File: src/verilog/jag_mem_pkg.sv
// shared localparams, state encoding, ddr word union and bus structs for the memory glue
package jag_mem_pkg;

	// ==============================
	// address map and widths
	// ==============================

	// core bus is a 24-bit byte address
	localparam int CORE_ADDR_W = 24;

	// ddr side takes 64-bit word addresses
	localparam int DDR_ADDR_W = 29;

	// sdram channel word address width
	localparam int SDRAM_ADDR_W = 26;

	// upper ddr field that places the whole core space in ddr
	localparam logic [7:0] DDR_REGION = 8'h30;

	// cartridge image is loaded here (byte address, before the region field)
	localparam logic [CORE_ADDR_W-1:0] CART_LOAD_BASE = 24'h80_0000;

	// ddr controller wants every byte lane enabled on reads
	localparam logic [7:0] DDR_BE_ALL = 8'hff;

	// byte enable of lane 0, the top two bytes of a ddr word
	localparam logic [7:0] DDR_BE_LANE0 = 8'b1100_0000;

	// ==============================
	// main dram bridge states
	// ==============================
	typedef enum logic [1:0] {
		RAM_IDLE = 2'd0,
		RDY_WAIT = 2'd1,
		RAM_END  = 2'd3
	} dram_state_e;

	// one 64-bit ddr word
	// lane view for the loader, half view for cartridge reads
	// index 0 is the most significant part in both views
	typedef union packed {
		logic [0:3][15:0] lane;
		logic [0:1][31:0] half;
	} ddr_word_u;

	// ==============================
	// bus bundles
	// ==============================

	// host download side, wr is a single-cycle strobe
	typedef struct packed {
		logic        download;
		logic        wr;
		logic [7:0]  index;
		logic [15:0] data;
	} host_load_t;

	// request toward the ddr port
	typedef struct packed {
		logic [DDR_ADDR_W-1:0] addr;
		logic                  rd;
		logic                  we;
		logic [7:0]            be;
		ddr_word_u             din;
	} ddr_req_t;

	// ras/cas style strobes from the core dram controller
	typedef struct packed {
		logic        ras_n;
		logic        cas_n;
		logic        startcas;
		logic [3:0]  oe_n;
		logic [3:0]  uw_n;
		logic [3:0]  lw_n;
		logic [63:0] d;
	} dram_bus_t;

	// single request toward the sdram channel
	typedef struct packed {
		logic [SDRAM_ADDR_W-1:0] addr;
		logic                    rnw;
		logic [7:0]              be;
		logic [63:0]             din;
		logic                    req;
	} sdram_req_t;

endpackage
File: src/verilog/cart_loader.sv
// cartridge loader, load address counter, lane byte enables and swapped write data
`timescale 1ns/1ps

module cart_loader import jag_mem_pkg::*; (
	input  logic       clk_sys,
	input  logic       reset,
	input  host_load_t host,
	input  logic       loader_en,
	input  logic       load_start,
	output ddr_req_t   loader_req
);

	// running byte address, advances one halfword per write
	logic [CORE_ADDR_W-1:0] load_addr;

	// write strobe, one cycle after the host strobe
	logic wr_q;

	// halfword captured with the host strobe
	logic [15:0] wr_data;

	// write word with the swapped halfword in every lane
	ddr_word_u wr_word;

	// ==============================
	// strobe and address counter
	// ==============================
	always_ff @(posedge clk_sys or posedge reset) begin
		if (reset) begin
			wr_q <= 1'b0;
			load_addr <= CART_LOAD_BASE;
		end else begin
			wr_q <= host.wr & (|host.index);
			if (load_start) begin
				load_addr <= CART_LOAD_BASE;
			end else if (wr_q && loader_en) begin
				// address moves on at the end of the strobe cycle
				load_addr <= load_addr + CORE_ADDR_W'(2);
			end
		end
	end

	// data is held with the strobe, host may change it right after
	always_ff @(posedge clk_sys) begin
		if (host.wr) begin
			wr_data <= host.data;
		end
	end

	// host sends little endian halfwords, ddr wants them swapped
	always_comb begin
		for (int i = 0; i < 4; i++) begin
			wr_word.lane[i] = {wr_data[7:0], wr_data[15:8]};
		end
	end

	// lane from address bits 2:1, lane 0 is the top bytes
	assign loader_req.addr = {DDR_REGION, load_addr[CORE_ADDR_W-1:3]};
	assign loader_req.rd   = 1'b0;
	assign loader_req.we   = wr_q;
	assign loader_req.be   = DDR_BE_LANE0 >> {load_addr[2:1], 1'b0};
	assign loader_req.din  = wr_word;

endmodule

File: src/verilog/cart_reader.sv
// cartridge reader, access detect, ddr read strobe, wait line and half select
`timescale 1ns/1ps

module cart_reader import jag_mem_pkg::*; (
	input  logic                   clk_sys,
	input  logic                   reset,
	input  logic [CORE_ADDR_W-1:0] abus,
	input  logic                   cart_ce_n,
	input  ddr_word_u              ddr_dout,
	input  logic                   ddr_dout_ready,
	output ddr_req_t               reader_req,
	output logic [31:0]            cart_q,
	output logic                   xwaitl
);

	// chip enable and address from one cycle back
	logic                   ce_n_d;
	logic [CORE_ADDR_W-1:0] abus_d;

	// new cartridge access this cycle
	logic ce_fall;
	logic rd_trig;

	// ==============================
	// access detect
	// ==============================
	assign ce_fall = ce_n_d & ~cart_ce_n;

	// a new access is a fresh select or a new address under a held select
	assign rd_trig = ~cart_ce_n & (ce_fall | (abus != abus_d));

	always_ff @(posedge clk_sys or posedge reset) begin
		if (reset) begin
			ce_n_d <= 1'b1;
			abus_d <= '0;
			xwaitl <= 1'b1;
		end else begin
			ce_n_d <= cart_ce_n;
			abus_d <= abus;
			// core waits from the access until the ddr word is back
			if (rd_trig) begin
				xwaitl <= 1'b0;
			end else if (ddr_dout_ready) begin
				xwaitl <= 1'b1;
			end
		end
	end

	// same region mapping as the loader, byte bits 2:0 dropped
	assign reader_req.addr = {DDR_REGION, abus[CORE_ADDR_W-1:3]};
	assign reader_req.rd   = rd_trig;
	assign reader_req.we   = 1'b0;
	assign reader_req.be   = DDR_BE_ALL;
	assign reader_req.din  = '0;

	// 32-bit cartridge width, bit 2 picks the half, clear means upper
	assign cart_q = ddr_dout.half[abus[2]];

endmodule

File: src/verilog/ddr_port_ctrl.sv
// download edge detect, loader enable state, core reset hold and ddr request mux
`timescale 1ns/1ps

module ddr_port_ctrl import jag_mem_pkg::*; (
	input  logic       clk_sys,
	input  logic       reset,
	input  host_load_t host,
	input  ddr_req_t   loader_req,
	input  ddr_req_t   reader_req,
	output logic       loader_en,
	output logic       load_start,
	output logic       core_reset_n,
	output ddr_req_t   ddr
);

	// download level from the previous cycle
	logic download_d;

	// edges of the download level
	logic dl_rise;
	logic dl_fall;

	// ==============================
	// download edges
	// ==============================

	// index 0 is the boot image, only cartridge indexes start the loader
	assign dl_rise = host.download & ~download_d & (|host.index);
	assign dl_fall = ~host.download & download_d;

	// loader rewinds its address in the same cycle the edge is seen
	assign load_start = dl_rise;

	always_ff @(posedge clk_sys or posedge reset) begin
		if (reset) begin
			download_d <= 1'b0;
		end else begin
			download_d <= host.download;
		end
	end

	// ==============================
	// loader enable state
	// ==============================

	// set one cycle after the rising edge, cleared one cycle after the falling edge
	always_ff @(posedge clk_sys or posedge reset) begin
		if (reset) begin
			loader_en <= 1'b0;
		end else if (dl_rise) begin
			loader_en <= 1'b1;
		end else if (dl_fall) begin
			loader_en <= 1'b0;
		end
	end

	// core stays in reset for any download, boot image included
	// no register here, the hold follows the level directly
	assign core_reset_n = ~(reset | host.download);

	// ==============================
	// ddr port mux
	// ==============================

	// loader owns the port while loading, reader otherwise
	// the strobe of the side not selected is forced low
	always_comb begin
		if (loader_en) begin
			ddr = loader_req;
			// no cartridge reads while the image is being written
			ddr.rd = 1'b0;
		end else begin
			ddr = reader_req;
			// stray loader strobes never reach ddr outside a load
			ddr.we = 1'b0;
		end
	end

endmodule

File: src/verilog/dram_bridge.sv
// main dram bridge, ras/cas strobes to single sdram channel requests
`timescale 1ns/1ps

module dram_bridge import jag_mem_pkg::*; (
	input  logic                   clk_sys,
	input  logic                   reset,
	input  dram_bus_t              dram,
	input  logic [CORE_ADDR_W-1:0] abus,
	input  logic [63:0]            ch_dout,
	input  logic                   ch_ready,
	output sdram_req_t             sdram,
	output logic                   ram_rdy,
	output logic [63:0]            dram_q
);

	// request state
	dram_state_e state;

	// request strobe and direction
	logic req_q;
	logic rnw_q;

	// captured with the request
	logic [SDRAM_ADDR_W-1:0] addr_q;
	logic [7:0]              be_q;
	logic [63:0]             din_q;

	// decoded strobes
	logic       rd_cyc;
	logic       wr_cyc;
	logic       start;
	logic [7:0] be_next;

	// ==============================
	// strobe decode
	// ==============================

	// read starts on startcas with any output enable active
	assign rd_cyc = dram.startcas & (dram.oe_n != 4'hf);

	// write is cas low with any write strobe active
	assign wr_cyc = ~dram.cas_n & ({dram.uw_n, dram.lw_n} != 8'hff);

	// only idle accepts a new cycle, one request in flight
	assign start = (state == RAM_IDLE) & (rd_cyc | wr_cyc);

	// be pairs per 16-bit lane, upper byte then lower byte, lane 3 on top
	always_comb begin
		for (int i = 0; i < 4; i++) begin
			be_next[2*i+1] = ~dram.uw_n[i];
			be_next[2*i]   = ~dram.lw_n[i];
		end
	end

	// ==============================
	// request fsm
	// ==============================
	always_ff @(posedge clk_sys or posedge reset) begin
		if (reset) begin
			state <= RAM_IDLE;
			req_q <= 1'b0;
			rnw_q <= 1'b1;
		end else begin
			// req is a single-cycle pulse
			req_q <= 1'b0;
			case (state)
				RAM_IDLE: begin
					if (start) begin
						req_q <= 1'b1;
						// write wins when both show up together
						rnw_q <= ~wr_cyc;
						state <= RDY_WAIT;
					end
				end
				RDY_WAIT: begin
					// latency is whatever the channel takes
					if (ch_ready) begin
						state <= RAM_END;
					end
				end
				RAM_END: begin
					// hold until the core ends the cas cycle
					if (dram.cas_n) begin
						state <= RAM_IDLE;
					end
				end
				default: begin
					state <= RAM_IDLE;
				end
			endcase
		end
	end

	// word address and write payload, held for the whole request
	always_ff @(posedge clk_sys) begin
		if (start) begin
			// 64-bit words, burst of four on the 16-bit sdram
			addr_q <= {4'b0000, abus[22:3], 2'b00};
		end
		if (start && wr_cyc) begin
			din_q <= dram.d;
			be_q  <= be_next;
		end
	end

	assign sdram.addr = addr_q;
	assign sdram.rnw  = rnw_q;
	assign sdram.be   = be_q;
	assign sdram.din  = din_q;
	assign sdram.req  = req_q;

	// ready goes out with ch_ready already, not a cycle later
	assign ram_rdy = (state == RAM_END) | ch_ready;
	assign dram_q  = ch_dout;

endmodule

File: src/verilog/jag_mem_glue.sv
// top level of the memory glue, ddr port control plus loader, reader and dram bridge
`timescale 1ns/1ps

module jag_mem_glue import jag_mem_pkg::*; (
	input  logic                   clk_sys,
	input  logic                   reset,
	input  host_load_t             host,
	input  logic [CORE_ADDR_W-1:0] abus,
	input  logic                   cart_ce_n,
	input  dram_bus_t              dram,
	input  ddr_word_u              ddr_dout,
	input  logic                   ddr_dout_ready,
	input  logic [63:0]            ch_dout,
	input  logic                   ch_ready,
	output ddr_req_t               ddr,
	output sdram_req_t             sdram,
	output logic [31:0]            cart_q,
	output logic                   xwaitl,
	output logic                   ram_rdy,
	output logic [63:0]            dram_q,
	output logic                   core_reset_n
);

	// requests from both cartridge sides, muxed onto the one ddr port
	ddr_req_t loader_req;
	ddr_req_t reader_req;

	// loading state and its start pulse
	logic loader_en;
	logic load_start;

	// ==============================
	// ddr port owner
	// ==============================
	ddr_port_ctrl u_ctrl (
		.clk_sys      (clk_sys),
		.reset        (reset),
		.host         (host),
		.loader_req   (loader_req),
		.reader_req   (reader_req),
		.loader_en    (loader_en),
		.load_start   (load_start),
		.core_reset_n (core_reset_n),
		.ddr          (ddr)
	);

	// cartridge download into ddr
	cart_loader u_loader (
		.clk_sys    (clk_sys),
		.reset      (reset),
		.host       (host),
		.loader_en  (loader_en),
		.load_start (load_start),
		.loader_req (loader_req)
	);

	// cartridge reads out of ddr
	cart_reader u_reader (
		.clk_sys        (clk_sys),
		.reset          (reset),
		.abus           (abus),
		.cart_ce_n      (cart_ce_n),
		.ddr_dout       (ddr_dout),
		.ddr_dout_ready (ddr_dout_ready),
		.reader_req     (reader_req),
		.cart_q         (cart_q),
		.xwaitl         (xwaitl)
	);

	// main dram lives on the sdram channel
	dram_bridge u_dram (
		.clk_sys  (clk_sys),
		.reset    (reset),
		.dram     (dram),
		.abus     (abus),
		.ch_dout  (ch_dout),
		.ch_ready (ch_ready),
		.sdram    (sdram),
		.ram_rdy  (ram_rdy),
		.dram_q   (dram_q)
	);

endmodule

File: config.mk
export PLATFORM = sky130hd
export DESIGN_NAME = jag_mem_glue
export DESIGN_NICKNAME = d
export VERILOG_FILES = /design/src/verilog/jag_mem_pkg.sv /design/src/verilog/cart_loader.sv /design/src/verilog/cart_reader.sv /design/src/verilog/ddr_port_ctrl.sv /design/src/verilog/dram_bridge.sv /design/src/verilog/jag_mem_glue.sv
export SDC_FILE = /design/constraint.sdc
export NUM_CORES = 1
export LEC_CHECK = 0
export ABC_AREA = 1
export BUFFER_PORTS_ARGS = -buffer_cell sky130_fd_sc_hd__buf_2
export CORE_AREA = 2 2 217 219
export CTS_BUF_LIST = sky130_fd_sc_hd__clkbuf_16
export CTS_CLUSTER_SIZE = 12
export DETAILED_ROUTE_END_ITERATION = 12
export DIE_AREA = 0 0 219 221
export PLACE_DENSITY = 0.46
export SYNTH_ARGS = -nofsm -noshare
export SYNTH_HDL_FRONTEND = slang
export SYNTH_SLANG_ARGS = --single-unit
File: constraint.sdc
create_clock -name clk_sys -period 10.3 [get_ports clk_sys]
set_input_delay 0.515 -clock clk_sys [delete_from_list [all_inputs] [get_ports clk_sys]]
set_output_delay 0.515 -clock clk_sys [all_outputs]
set_load 0.005 [all_outputs]
==> results of run 1 <==
-- cells in the mapped netlist, drive strengths merged --
master,count,area share (%)
nand2,268,13
conb,2,0.094
o21ai,36,2.3
o21bai,2,0.19
clkbuf,12,0.56
o311a,1,0.13
nand4,13,1.0
a21oi,8,0.50
nand3,16,1.0
nor3,5,0.38
a31o,1,0.11
a21o,3,0.28
buf,137,13
nor2,61,3.2
edfxtp,108,41
xor2,3,0.33
or2,6,0.47
o21a,2,0.19
o31ai,1,0.16
ha,4,0.63
and3,1,0.078
dfstp,4,1.3
inv,93,4.4
dfrtp,52,16
xnor2,2,0.22
-- layout make-up --
cell class,count,share of cell area [%]
Sequential cell,164,44.52
Inverter,93,3.342
Timing Repair Buffer,424,20.41
Multi-Input combinational cell,447,18.82
Clock buffer,17,4.072
Clock inverter,15,1.569
Tap cell,607,7.270
-- path summary, 6_finish.rpt --
| check | from | endpoint | depth (start not counted) |
|---|---|---|---|
| worst min register to register | u_dram.rnw_q$_DFFE_PP1P_ | u_dram.rnw_q$_DFFE_PP1P_ | 2 |
| worst max-delay path | abus[2] | ddr[73] | 11 |
| worst min-delay path | abus[23] | u_reader.abus_d[23]$_DFF_PP0_ | 1 |
| worst max register to register | u_ctrl.loader_en$_DFFE_PP0P_ | u_loader.load_addr[12]$_DFFE_PP0P_ | 8 |
| max in group asynchronous | reset | u_reader.abus_d[4]$_DFF_PP0_ | 3 |
| min in group asynchronous | reset | u_reader.abus_d[2]$_DFF_PP0_ | 3 |
-- where the power goes --
| part | internal [mW] | switching [mW] |
|---|---|---|
| sequential | 0.789 | 0.0248 |
| combinational | 0.115 | 0.173 |
| clock | 0.344 | 0.308 |
-- sequential cells by signal (all words and copies together), names as in the netlist --
register	count
u_reader.xwaitl	1
u_reader.ce_n_d	1
u_loader.wr_q	1
u_reader.abus_d	24
u_dram.req_q	1
u_dram.state	2
u_loader.load_addr	23
u_loader.wr_data	16
u_ctrl.loader_en	1
u_dram.be_q	8
u_ctrl.download_d	1
u_dram.din_q	64
u_dram.addr_q	20
u_dram.rnw_q	1
-- layer usage --
layer  up-vias  wire length, um  track usage, %
met1      2968            10850           12.55
met3        33             1645           2.997
met2       270            12570           17.55
met4         0              605           4.555
li1       3128                -               -
met5         -                0               0
-- through the flow --
step | cell area (um^2) | power [mW]
after floorplan | 8023 | 0.9984
after global placement | 9857 | 1.124
after detailed placement | 9857 | 1.125
after CTS | 10450 | 1.793
after global routing | 10450 | 1.853
final | 10450 | 1.754
-- cell families (layout without fill, tap and decap cells) --
| family | Yosys count | after routing | synth area share, % |
|---|---|---|---|
| compound gates | 54 | 54 | 3.811 |
| xor+xnor | 5 | 5 | 0.5490 |
| fa+ha+maj | 4 | 4 | 0.6274 |
| buf+inv | 242 | 549 | 17.74 |
| flops | 164 | 164 | 58.28 |
| other cells | 2 | 14 | 0.09414 |
| simple gates | 370 | 370 | 18.90 |
==> flow_summary_export.csv, run 1 <==
group,metric,value,unit
route,drtIter0Drc,339,
sta,slew_headroom,37.30,%
worst_setup_path,cpPeakStageDelay,570,ps
sta,fin_worst_skew,14.99,ps
power_and_ir_drop,power.leakage,5.192,nW
final_layout,final_common_cell,"buf_2",
clock_tree,cts_resized,0,
worst_setup_path,crit_family,"buffers and inverters",
sta,hold_viol_final,0,
placement,dpl.hpwl,20650,um
floorplanning,dieArea,0.04840,mm^2
grt,grt_pass1_vias,6197,
grt,grt_max_degree,74,
sta,drv_slew,0,
final_layout,layoutNonFillerInstCount,1767,
worst_setup_path,cp.buffers_inverters,4,
final_layout,layout_common_cells,"buf_2 (420), nand2_1 (263), edfxtp_1 (108)",
worst_setup_path,r2r_setup_slack,7750,ps
final_layout,regArea,0.004651,mm^2
clock_tree,numCtsBuffers,17,
route,wire_per_inst,14.53,um
logic_synthesis,synthesis.area,0.007978,mm^2
worst_setup_path,crit_slowest_cell,"inv_1",
worst_setup_path,crit_path_start_kind,"input pin",
worst_setup_path,cp_common_cell,"nand2_1",
final_layout,multi_input_area,0.001966,mm^2
final_layout,layout.nets,1413,
clock_tree,cts_hold_buffers,0,
logic_synthesis,syn_area_per_cell,9.486,um^2
grt,gr-total-overflow,0,
power_and_ir_drop,powerDensity,167.9,mW/mm^2
final_layout,nFillCells,5098,
logic_synthesis,synthCells,841,
sta,timing.fmax,0.3070,GHz
placement,dp.cells,1735,
clock_tree,root_buffer,"clkbuf_16",
logic_synthesis,ys_seq_area_share,58.28,%
floorplanning,die_w,219,um
placement,io_buffers,420,
clock_tree,h-tree-depth,4,
clock_tree,cts.clk_slew.worst_paths,60,ps
worst_setup_path,critPathKind,"input pin to primary output",
clock_tree,cts.sinks,164,
floorplanning,start_util,17.32,%
worst_setup_path,endpoint_kind,"primary output",
logic_synthesis,ys_ff_latch,164,
sta,finalCriticalPeriod,3257,ps
outcome,status,"finished clean",
route,routed_wl,25670,um
sta,hold-worst-slack,177.4,ps
final_layout,num_antenna_cells,0,
route,drcViolationCount,0,
grt,grt_pass1_wl,36970,um
floorplanning,ios,564,
placement,dp_slack,6903,ps
logic_synthesis,yosys_warnings,0,
sta,finalSetupTns,0,ps
worst_setup_path,cp_data_arrival_time,2740,ps
final_layout,drive_gt1_share,41.47,%
hold_path,min_path_type,"input pin to flop",
floorplanning,die_h,221,um
sta,setup_violations,0,
sta,fin_ws,7043,ps
worst_setup_path,crit_chain,"buf_2 > inv_1 > nand2_1 > nand2_1 > inv_1 > nand2_1 > nor2_1 > nand3_1 > nor2_1 > nor3_1 > buf_2",
sta,fin_crit_sh,31.62,%
clock_tree,insertion_delay,470,ps
route,antenna_left,0,
grt,grt.total_usage,10.52,%
route,vias,6399,
sta,max_slew.worst_pin.slew,940.6,ps
final_layout,area_growth,30.94,%
run,cap_violations,0,
worst_setup_path,path_max_fanout,35,
route,dr.pass1.iters,4,
placement,place.gp.congestion,0.8025,
route,viasPerCell,3.621,
sta,rsz0062_at_grt,"false",
final_layout,utilization,22.68,%
grt,grt_antenna_before_repair,2,
logic_synthesis,yosysUniqueCellTypes,32,
clock_tree,cts_tree,"done",
floorplanning,core-area,0.04606,mm^2
power_and_ir_drop,peakVddDrop,0.0001100,V
worst_setup_path,worst_ep_required_time,9790,ps
clock_tree,cts_buffer_depth,2,
floorplanning,num_rows,79,
clock_tree,cts_setup_buffers,0,
Power figures use the tool's default switching activity.
==> run 2, diff against run 1 <==
CORE_AREA = 2 2 216 218   (was 2 2 217 219)
DIE_AREA = 0 0 218 220   (was 0 0 219 221)
PLACE_DENSITY = 0.47   (was 0.46)
clock period = 2.75 ns   (was 10.3 ns; I/O delays follow)
==> run 2 against run 1 <==
Global-route usage is 0.51 points higher. First-iteration DRC count is 3.2% higher. Combinational power grew to 4.3 times the previous value. Final area is 12% higher. Die area is 0.91% lower. Wire length is 6.0% higher. Total power grew to 3.9 times the previous value. Count of clock-buffer cells in the layout stayed put. Flip-flop and latch count stayed put. Worst hold slack worse by 150 ps. Critical path depth is 7 lower. Largest cell class unchanged.
==> flow_summary_export.csv, run 2 (synthesis results as in run 1) <==
group,metric,value,unit
outcome,status,"finished clean",
final_layout,nFillCells,4947,
route,viasPerCell,3.620,
worst_setup_path,worst_ep_required_time,2610,ps
hold_path,min_path_type,"input pin to flop",
worst_setup_path,ff2ff_path_depth,6,
worst_setup_path,crit_family,"flip-flops",
worst_setup_path,cp_data_arrival_time,2000,ps
floorplanning,dieArea,0.04796,mm^2
final_layout,fin_area,0.01168,mm^2
worst_setup_path,crit_path_start_kind,"flop",
route,drcViolationCount,0,
final_layout,layout_common_cells,"buf_2 (420), nand2_1 (263), dlygate4sd3_1 (117)",
power_and_ir_drop,swShare,28.98,%
power_and_ir_drop,power_frac_seq,44.8,%
final_layout,num_antenna_cells,0,
floorplanning,ios,564,
final_layout,drive_gt1_share,37.94,%
power_and_ir_drop,p_int,4.817,mW
clock_tree,cts_buffer_depth,2,
placement,place.gp.congestion,0.7673,
clock_tree,cts_tree,"done",
route,vias,6835,
route,wire_per_inst,14.41,um
final_layout,area_growth,46.38,%
placement,place_area,0.009899,mm^2
final_layout,top_regs,"u_dram.din_q: 64 flops, u_reader.abus_d: 24 flops, u_loader.load_addr: 23 flops",
route,antenna_left,0,
power_and_ir_drop,powerDensity,580.9,mW/mm^2
final_layout,regMostFlops,"u_dram.din_q",
floorplanning,die_w,218,um
hold_path,hold_path_depth,1,
hold_path,min-delay-start,"abus[2]",
clock_tree,insertion_delay,450,ps
floorplanning,start_util,17.39,%
clock_tree,cts.sinks,164,
worst_setup_path,path_max_fanout,38,
power_and_ir_drop,power.leakage,5.711,nW
grt,grt_pass1_wl,39500,um
sta,fin_crit_sh,77.60,%
grt,grt_antenna_before_repair,0,
floorplanning,die_h,220,um
final_layout,layoutNonFillerInstCount,1888,
power_and_ir_drop,p_clk_share,36.8,%
power_and_ir_drop,peakVddDrop,0.0003247,V
worst_setup_path,r2r-end,"u_loader.load_addr[16]$_DFFE_PP0P_",
route,drtIter0Drc,350,
worst_setup_path,endpoint_kind,"primary output",
grt,grt_max_degree,74,
power_and_ir_drop,p_comb_share,18.4,%
placement,dpl.hpwl,20980,um
power_and_ir_drop,switchingPower,1.966,mW
worst_setup_path,crit_chain,"buf_4 > nand2_1 > o21ai_0 > buf_2",
sta,rsz0062_at_grt,"false",
sta,finalSetupTns,0,ps
clock_tree,root_buffer,"clkbuf_16",
sta,slew_headroom,39.07,%
worst_setup_path,r2r_setup_slack,690,ps
clock_tree,numCtsBuffers,17,
sta,hold-worst-slack,24.36,ps
grt,grt_pass1_vias,6720,
final_layout,layout.nets,1534,
sta,max_slew.worst_pin.slew,912.9,ps
clock_tree,h-tree-depth,4,
floorplanning,num_rows,79,
worst_setup_path,cp.buffers_inverters,2,
route,routed_wl,27210,um
placement,io_buffers,420,
clock_tree,cts.clk_slew.worst_paths,80,ps
final_layout,final_common_cell,"buf_2",
sta,setup_violations,0,
run,cap_violations,0,
grt,gr-total-overflow,0,
sta,drv_slew,0,
grt,grt.total_usage,11.03,%
sta,fin_worst_skew,13.21,ps
worst_setup_path,r2r-start,"u_ctrl.loader_en$_DFFE_PP0P_",
hold_path,min_to,"u_reader.abus_d[2]$_DFF_PP0_",
route,dr.pass1.iters,4,
worst_setup_path,cpPeakStageDelay,640,ps
sta,timing.fmax,0.4686,GHz
sta,finalCriticalPeriod,2134,ps
final_layout,largest_register_ffs,64,
worst_setup_path,critPathKind,"flop to primary output",
placement,dp.cells,1739,
sta,hold_viol_final,0,
worst_setup_path,crit_slowest_cell,"dfrtp_2",
floorplanning,core-area,0.04586,mm^2
-- run 2: changes by cell type in the layout (fill, tap and decap cells not counted) --
| cell | change |
|---|---|
| buf_4 | +3 |
| inv_12 | +1 |
| clkinv_2 | +1 |
| buf_12 | +1 |
| clkinv_8 | +1 |
| clkinv_4 | -1 |
| clkinvlp_4 | -1 |
| dlygate4sd3_1 | +117 |
| inv_1 | -1 |
-- run 2: worst max path at each step --
| stage | from | cells past startpoint | end | slack, ps |
|---|---|---|---|---|
| floorplan | u_dram.state[0]$_DFFE_PP0P_ | 3 | u_dram.be_q[0]$_DFFE_PP_ | 700 |
| global placement | u_ctrl.loader_en$_DFFE_PP0P_ | 6 | u_loader.load_addr[16]$_DFFE_PP0P_ | 660 |
| detailed placement | u_ctrl.loader_en$_DFFE_PP0P_ | 6 | u_loader.load_addr[16]$_DFFE_PP0P_ | 660 |
| CTS | u_ctrl.loader_en$_DFFE_PP0P_ | 3 | ddr[87] | 490 |
| global route | u_ctrl.loader_en$_DFFE_PP0P_ | 3 | ddr[87] | 420 |
| finish | u_ctrl.loader_en$_DFFE_PP0P_ | 4 | ddr[80] | 620 |
-- run 2: metrics by stage --
step                setup slack, ps  util (%)  total power [mW]
global route                  419.9     25.46             7.154
floorplan                     695.6         -             3.731
global placement              663.7     21.58             4.224
finish                        616.1     25.46             6.783
detailed placement            656.1     21.58             4.232
CTS                           487.5     25.46             6.913
-- run 2: layout make-up --
class	instances	area, um^2	area share, %
Clock buffer	17	425.4	3.643
Clock inverter	15	181.4	1.554
Inverter	93	349.1	2.989
Multi-Input combinational cell	447	1966	16.83
Sequential cell	164	4651	39.83
Tap cell	607	759.5	6.504
Timing Repair Buffer	545	3346	28.65
-- run 2: metal layers --
| metal | vias up | wire (um) | track usage [%] |
|---|---|---|---|
| li1 | 3369 | - | - |
| met1 | 3167 | 11560 | 13.44 |
| met2 | 273 | 13380 | 18.88 |
| met3 | 26 | 1917 | 3.437 |
| met4 | 0 | 355 | 2.744 |
| met5 | - | 0 | 0 |
-- run 2: what timing repair did --
action                    4_1_cts  5_1_grt
hold endpoints to repair      146        0
buffers inserted                0        0
resized for setup               0        0
hold buffers                  117        0
-- run 2: power groups by stage --
stage / clock, mW / combinational, mW / sequential (mW)
global placement: 0 / 1.13 / 3.09
detailed placement: 0 / 1.14 / 3.10
CTS: 2.59 / 1.28 / 3.04
finish: 2.50 / 1.25 / 3.04
global route: 2.69 / 1.40 / 3.07
floorplan: 0 / 0.628 / 3.10
==> run 3, diff against run 2 <==
CORE_AREA = 2 2 218 220   (was 2 2 216 218)
DIE_AREA = 0 0 220 222   (was 0 0 218 220)
PLACE_DENSITY = 0.45   (was 0.47)
clock period = 2.1 ns   (was 2.75 ns; I/O delays follow)
==> run 3 against run 2 <==
Core utilization is 0.18 points lower. Non-clock buffer count is 3 higher. Clock skew is 17 ps higher. First-iteration DRC count is 14% higher. Critical path type unchanged.
==> flow_summary_export.csv, run 3 (synthesis results as in run 1) <==
group,metric,value,unit
clock_tree,cts.clk_slew.worst_paths,80,ps
floorplanning,start_util,17.25,%
grt,grt.total_usage,10.75,%
placement,dp_slack,366.7,ps
placement,dp.cells,1742,
final_layout,nFillCells,5000,
run,cap_violations,0,
placement,place_area,0.009938,mm^2
clock_tree,h-tree-depth,4,
grt,grt_max_degree,74,
grt,grt_antenna_before_repair,2,
clock_tree,insertion_delay,460,ps
final_layout,top_regs,"u_dram.din_q: 64 flops, u_reader.abus_d: 24 flops, u_loader.load_addr: 23 flops",
hold_path,min_path_type,"input pin to flop",
worst_setup_path,r2r-start,"u_loader.load_addr[1]$_DFFE_PP0P_",
placement,place.gp.congestion,0.8190,
route,antenna_left,0,
clock_tree,cts_buffer_depth,2,
outcome,status,"finished clean",
worst_setup_path,crit_start,"u_loader.load_addr[1]$_DFFE_PP0P_",
final_layout,final_common_cell,"buf_2",
final_layout,fin_area,0.01170,mm^2
final_layout,drive_gt1_share,38.16,%
power_and_ir_drop,peakVddDrop,0.0004230,V
power_and_ir_drop,power.leakage,5.721,nW
worst_setup_path,path_max_fanout,7,
placement,dpl.hpwl,21210,um
sta,hold_viol_final,0,
hold_path,min-delay-start,"dram[76]",
clock_tree,cts_resized,0,
final_layout,utilization,25.28,%
grt,grt_pass1_wl,39470,um
floorplanning,die_h,222,um
final_layout,layout_common_cells,"buf_2 (420), nand2_1 (263), dlygate4sd3_1 (117)",
route,wire_per_inst,14.21,um
route,routed_wl,26890,um
clock_tree,root_buffer,"clkbuf_16",
worst_setup_path,cp_data_arrival_time,1830,ps
final_layout,layoutNonFillerInstCount,1892,
final_layout,largest_register_ffs,64,
grt,grt_pass1_vias,6833,
floorplanning,num_rows,79,
route,vias,6881,
worst_setup_path,worst_ep_required_time,2000,ps
route,drcViolationCount,0,
worst_setup_path,critPathKind,"flop to primary output",
sta,drv_slew,0,
sta,rsz0062_at_grt,"false",
grt,gr-total-overflow,0,
final_layout,regMostFlops,"u_dram.din_q",
power_and_ir_drop,powerDensity,750.1,mW/mm^2
sta,hold-worst-slack,57.20,ps
floorplanning,ios,564,
final_layout,layout.nets,1537,
route,drtIter0Drc,400,
route,dr.pass1.iters,4,
final_layout,area_growth,46.60,%
floorplanning,dieArea,0.04884,mm^2
route,viasPerCell,3.637,
clock_tree,numCtsBuffers,17,
placement,io_buffers,420,
worst_setup_path,crit_path_start_kind,"flop",
floorplanning,core-area,0.04626,mm^2
sta,fin_crit_sh,92.32,%
sta,fin_ws,161.2,ps
sta,setup_violations,0,
worst_setup_path,endpoint_kind,"primary output",
power_and_ir_drop,power,8.773,mW
sta,finalSetupTns,0,ps
sta,finalCriticalPeriod,1939,ps
floorplanning,die_w,220,um
sta,fin_worst_skew,30.37,ps
sta,timing.fmax,0.5158,GHz
clock_tree,cts.sinks,164,
clock_tree,cts_tree,"done",
-- run 3: cell types whose count changed in the layout (fill, tap and decap cells not counted), sizes merged --
cell    previous run  this run
diode              0         1
buf              428       431
bufinv             1         0
clkinv             4         5
-- run 3: critical path, cell delays in order (launching register included) --
cell     delay [ps]
dfrtp_1         490
inv_1           180
ha_1            240
or2_2           330
buf_2           140
-- run 3: area by class of cell --
| class | count | area, um^2 | share of cell area, % |
|---|---|---|---|
| Clock buffer | 17 | 425.4 | 3.638 |
| Multi-Input combinational cell | 447 | 1969 | 16.84 |
| Sequential cell | 164 | 4651 | 39.77 |
| Antenna cell | 1 | 2.502 | 0.02140 |
| Timing Repair Buffer | 548 | 3381 | 28.91 |
| Inverter | 93 | 349.1 | 2.985 |
| Clock inverter | 15 | 157.7 | 1.348 |
| Tap cell | 607 | 759.5 | 6.494 |
-- run 3: worst paths after layout --
check	end	depth (start not counted)	slack, ps
worst min register to register	u_dram.rnw_q$_DFFE_PP1P_	2	500
worst max-delay path	ddr[70]	4	160
worst min-delay path	u_dram.state[0]$_DFFE_PP0P_	5	60
max in group asynchronous	u_dram.rnw_q$_DFFE_PP1P_	4	1370
min in group asynchronous	u_loader.load_addr[2]$_DFFE_PP0P_	3	110
worst max register to register	u_loader.load_addr[15]$_DFFE_PP0P_	10	350
-- run 3: power by group --
| part | internal [mW] | leakage [nW] | total [mW] | switching, mW |
|---|---|---|---|---|
| clock | 1.59 | 0.289 | 3.13 | 1.54 |
| sequential | 3.86 | 1.69 | 3.97 | 0.110 |
| combinational | 0.755 | 3.74 | 1.67 | 0.913 |
-- run 3: timing repair --
| item | 4_1_cts | 5_1_grt |
|---|---|---|
| setup buffers | 0 | 0 |
| hold buffers | 117 | 0 |
| hold endpoints to repair | 188 | 0 |
-- run 3: metal layers --
layer  track usage (%)  vias to the layer above  share of wire, %  wire, um
met5                 0                        -                 0         0
met3             4.102                       28               8.2      2196
met1             12.72                     3179                42     11220
met2             17.89                      298                48     13020
li1                  -                     3376                 -         -
met4             3.269                        0               1.7       447
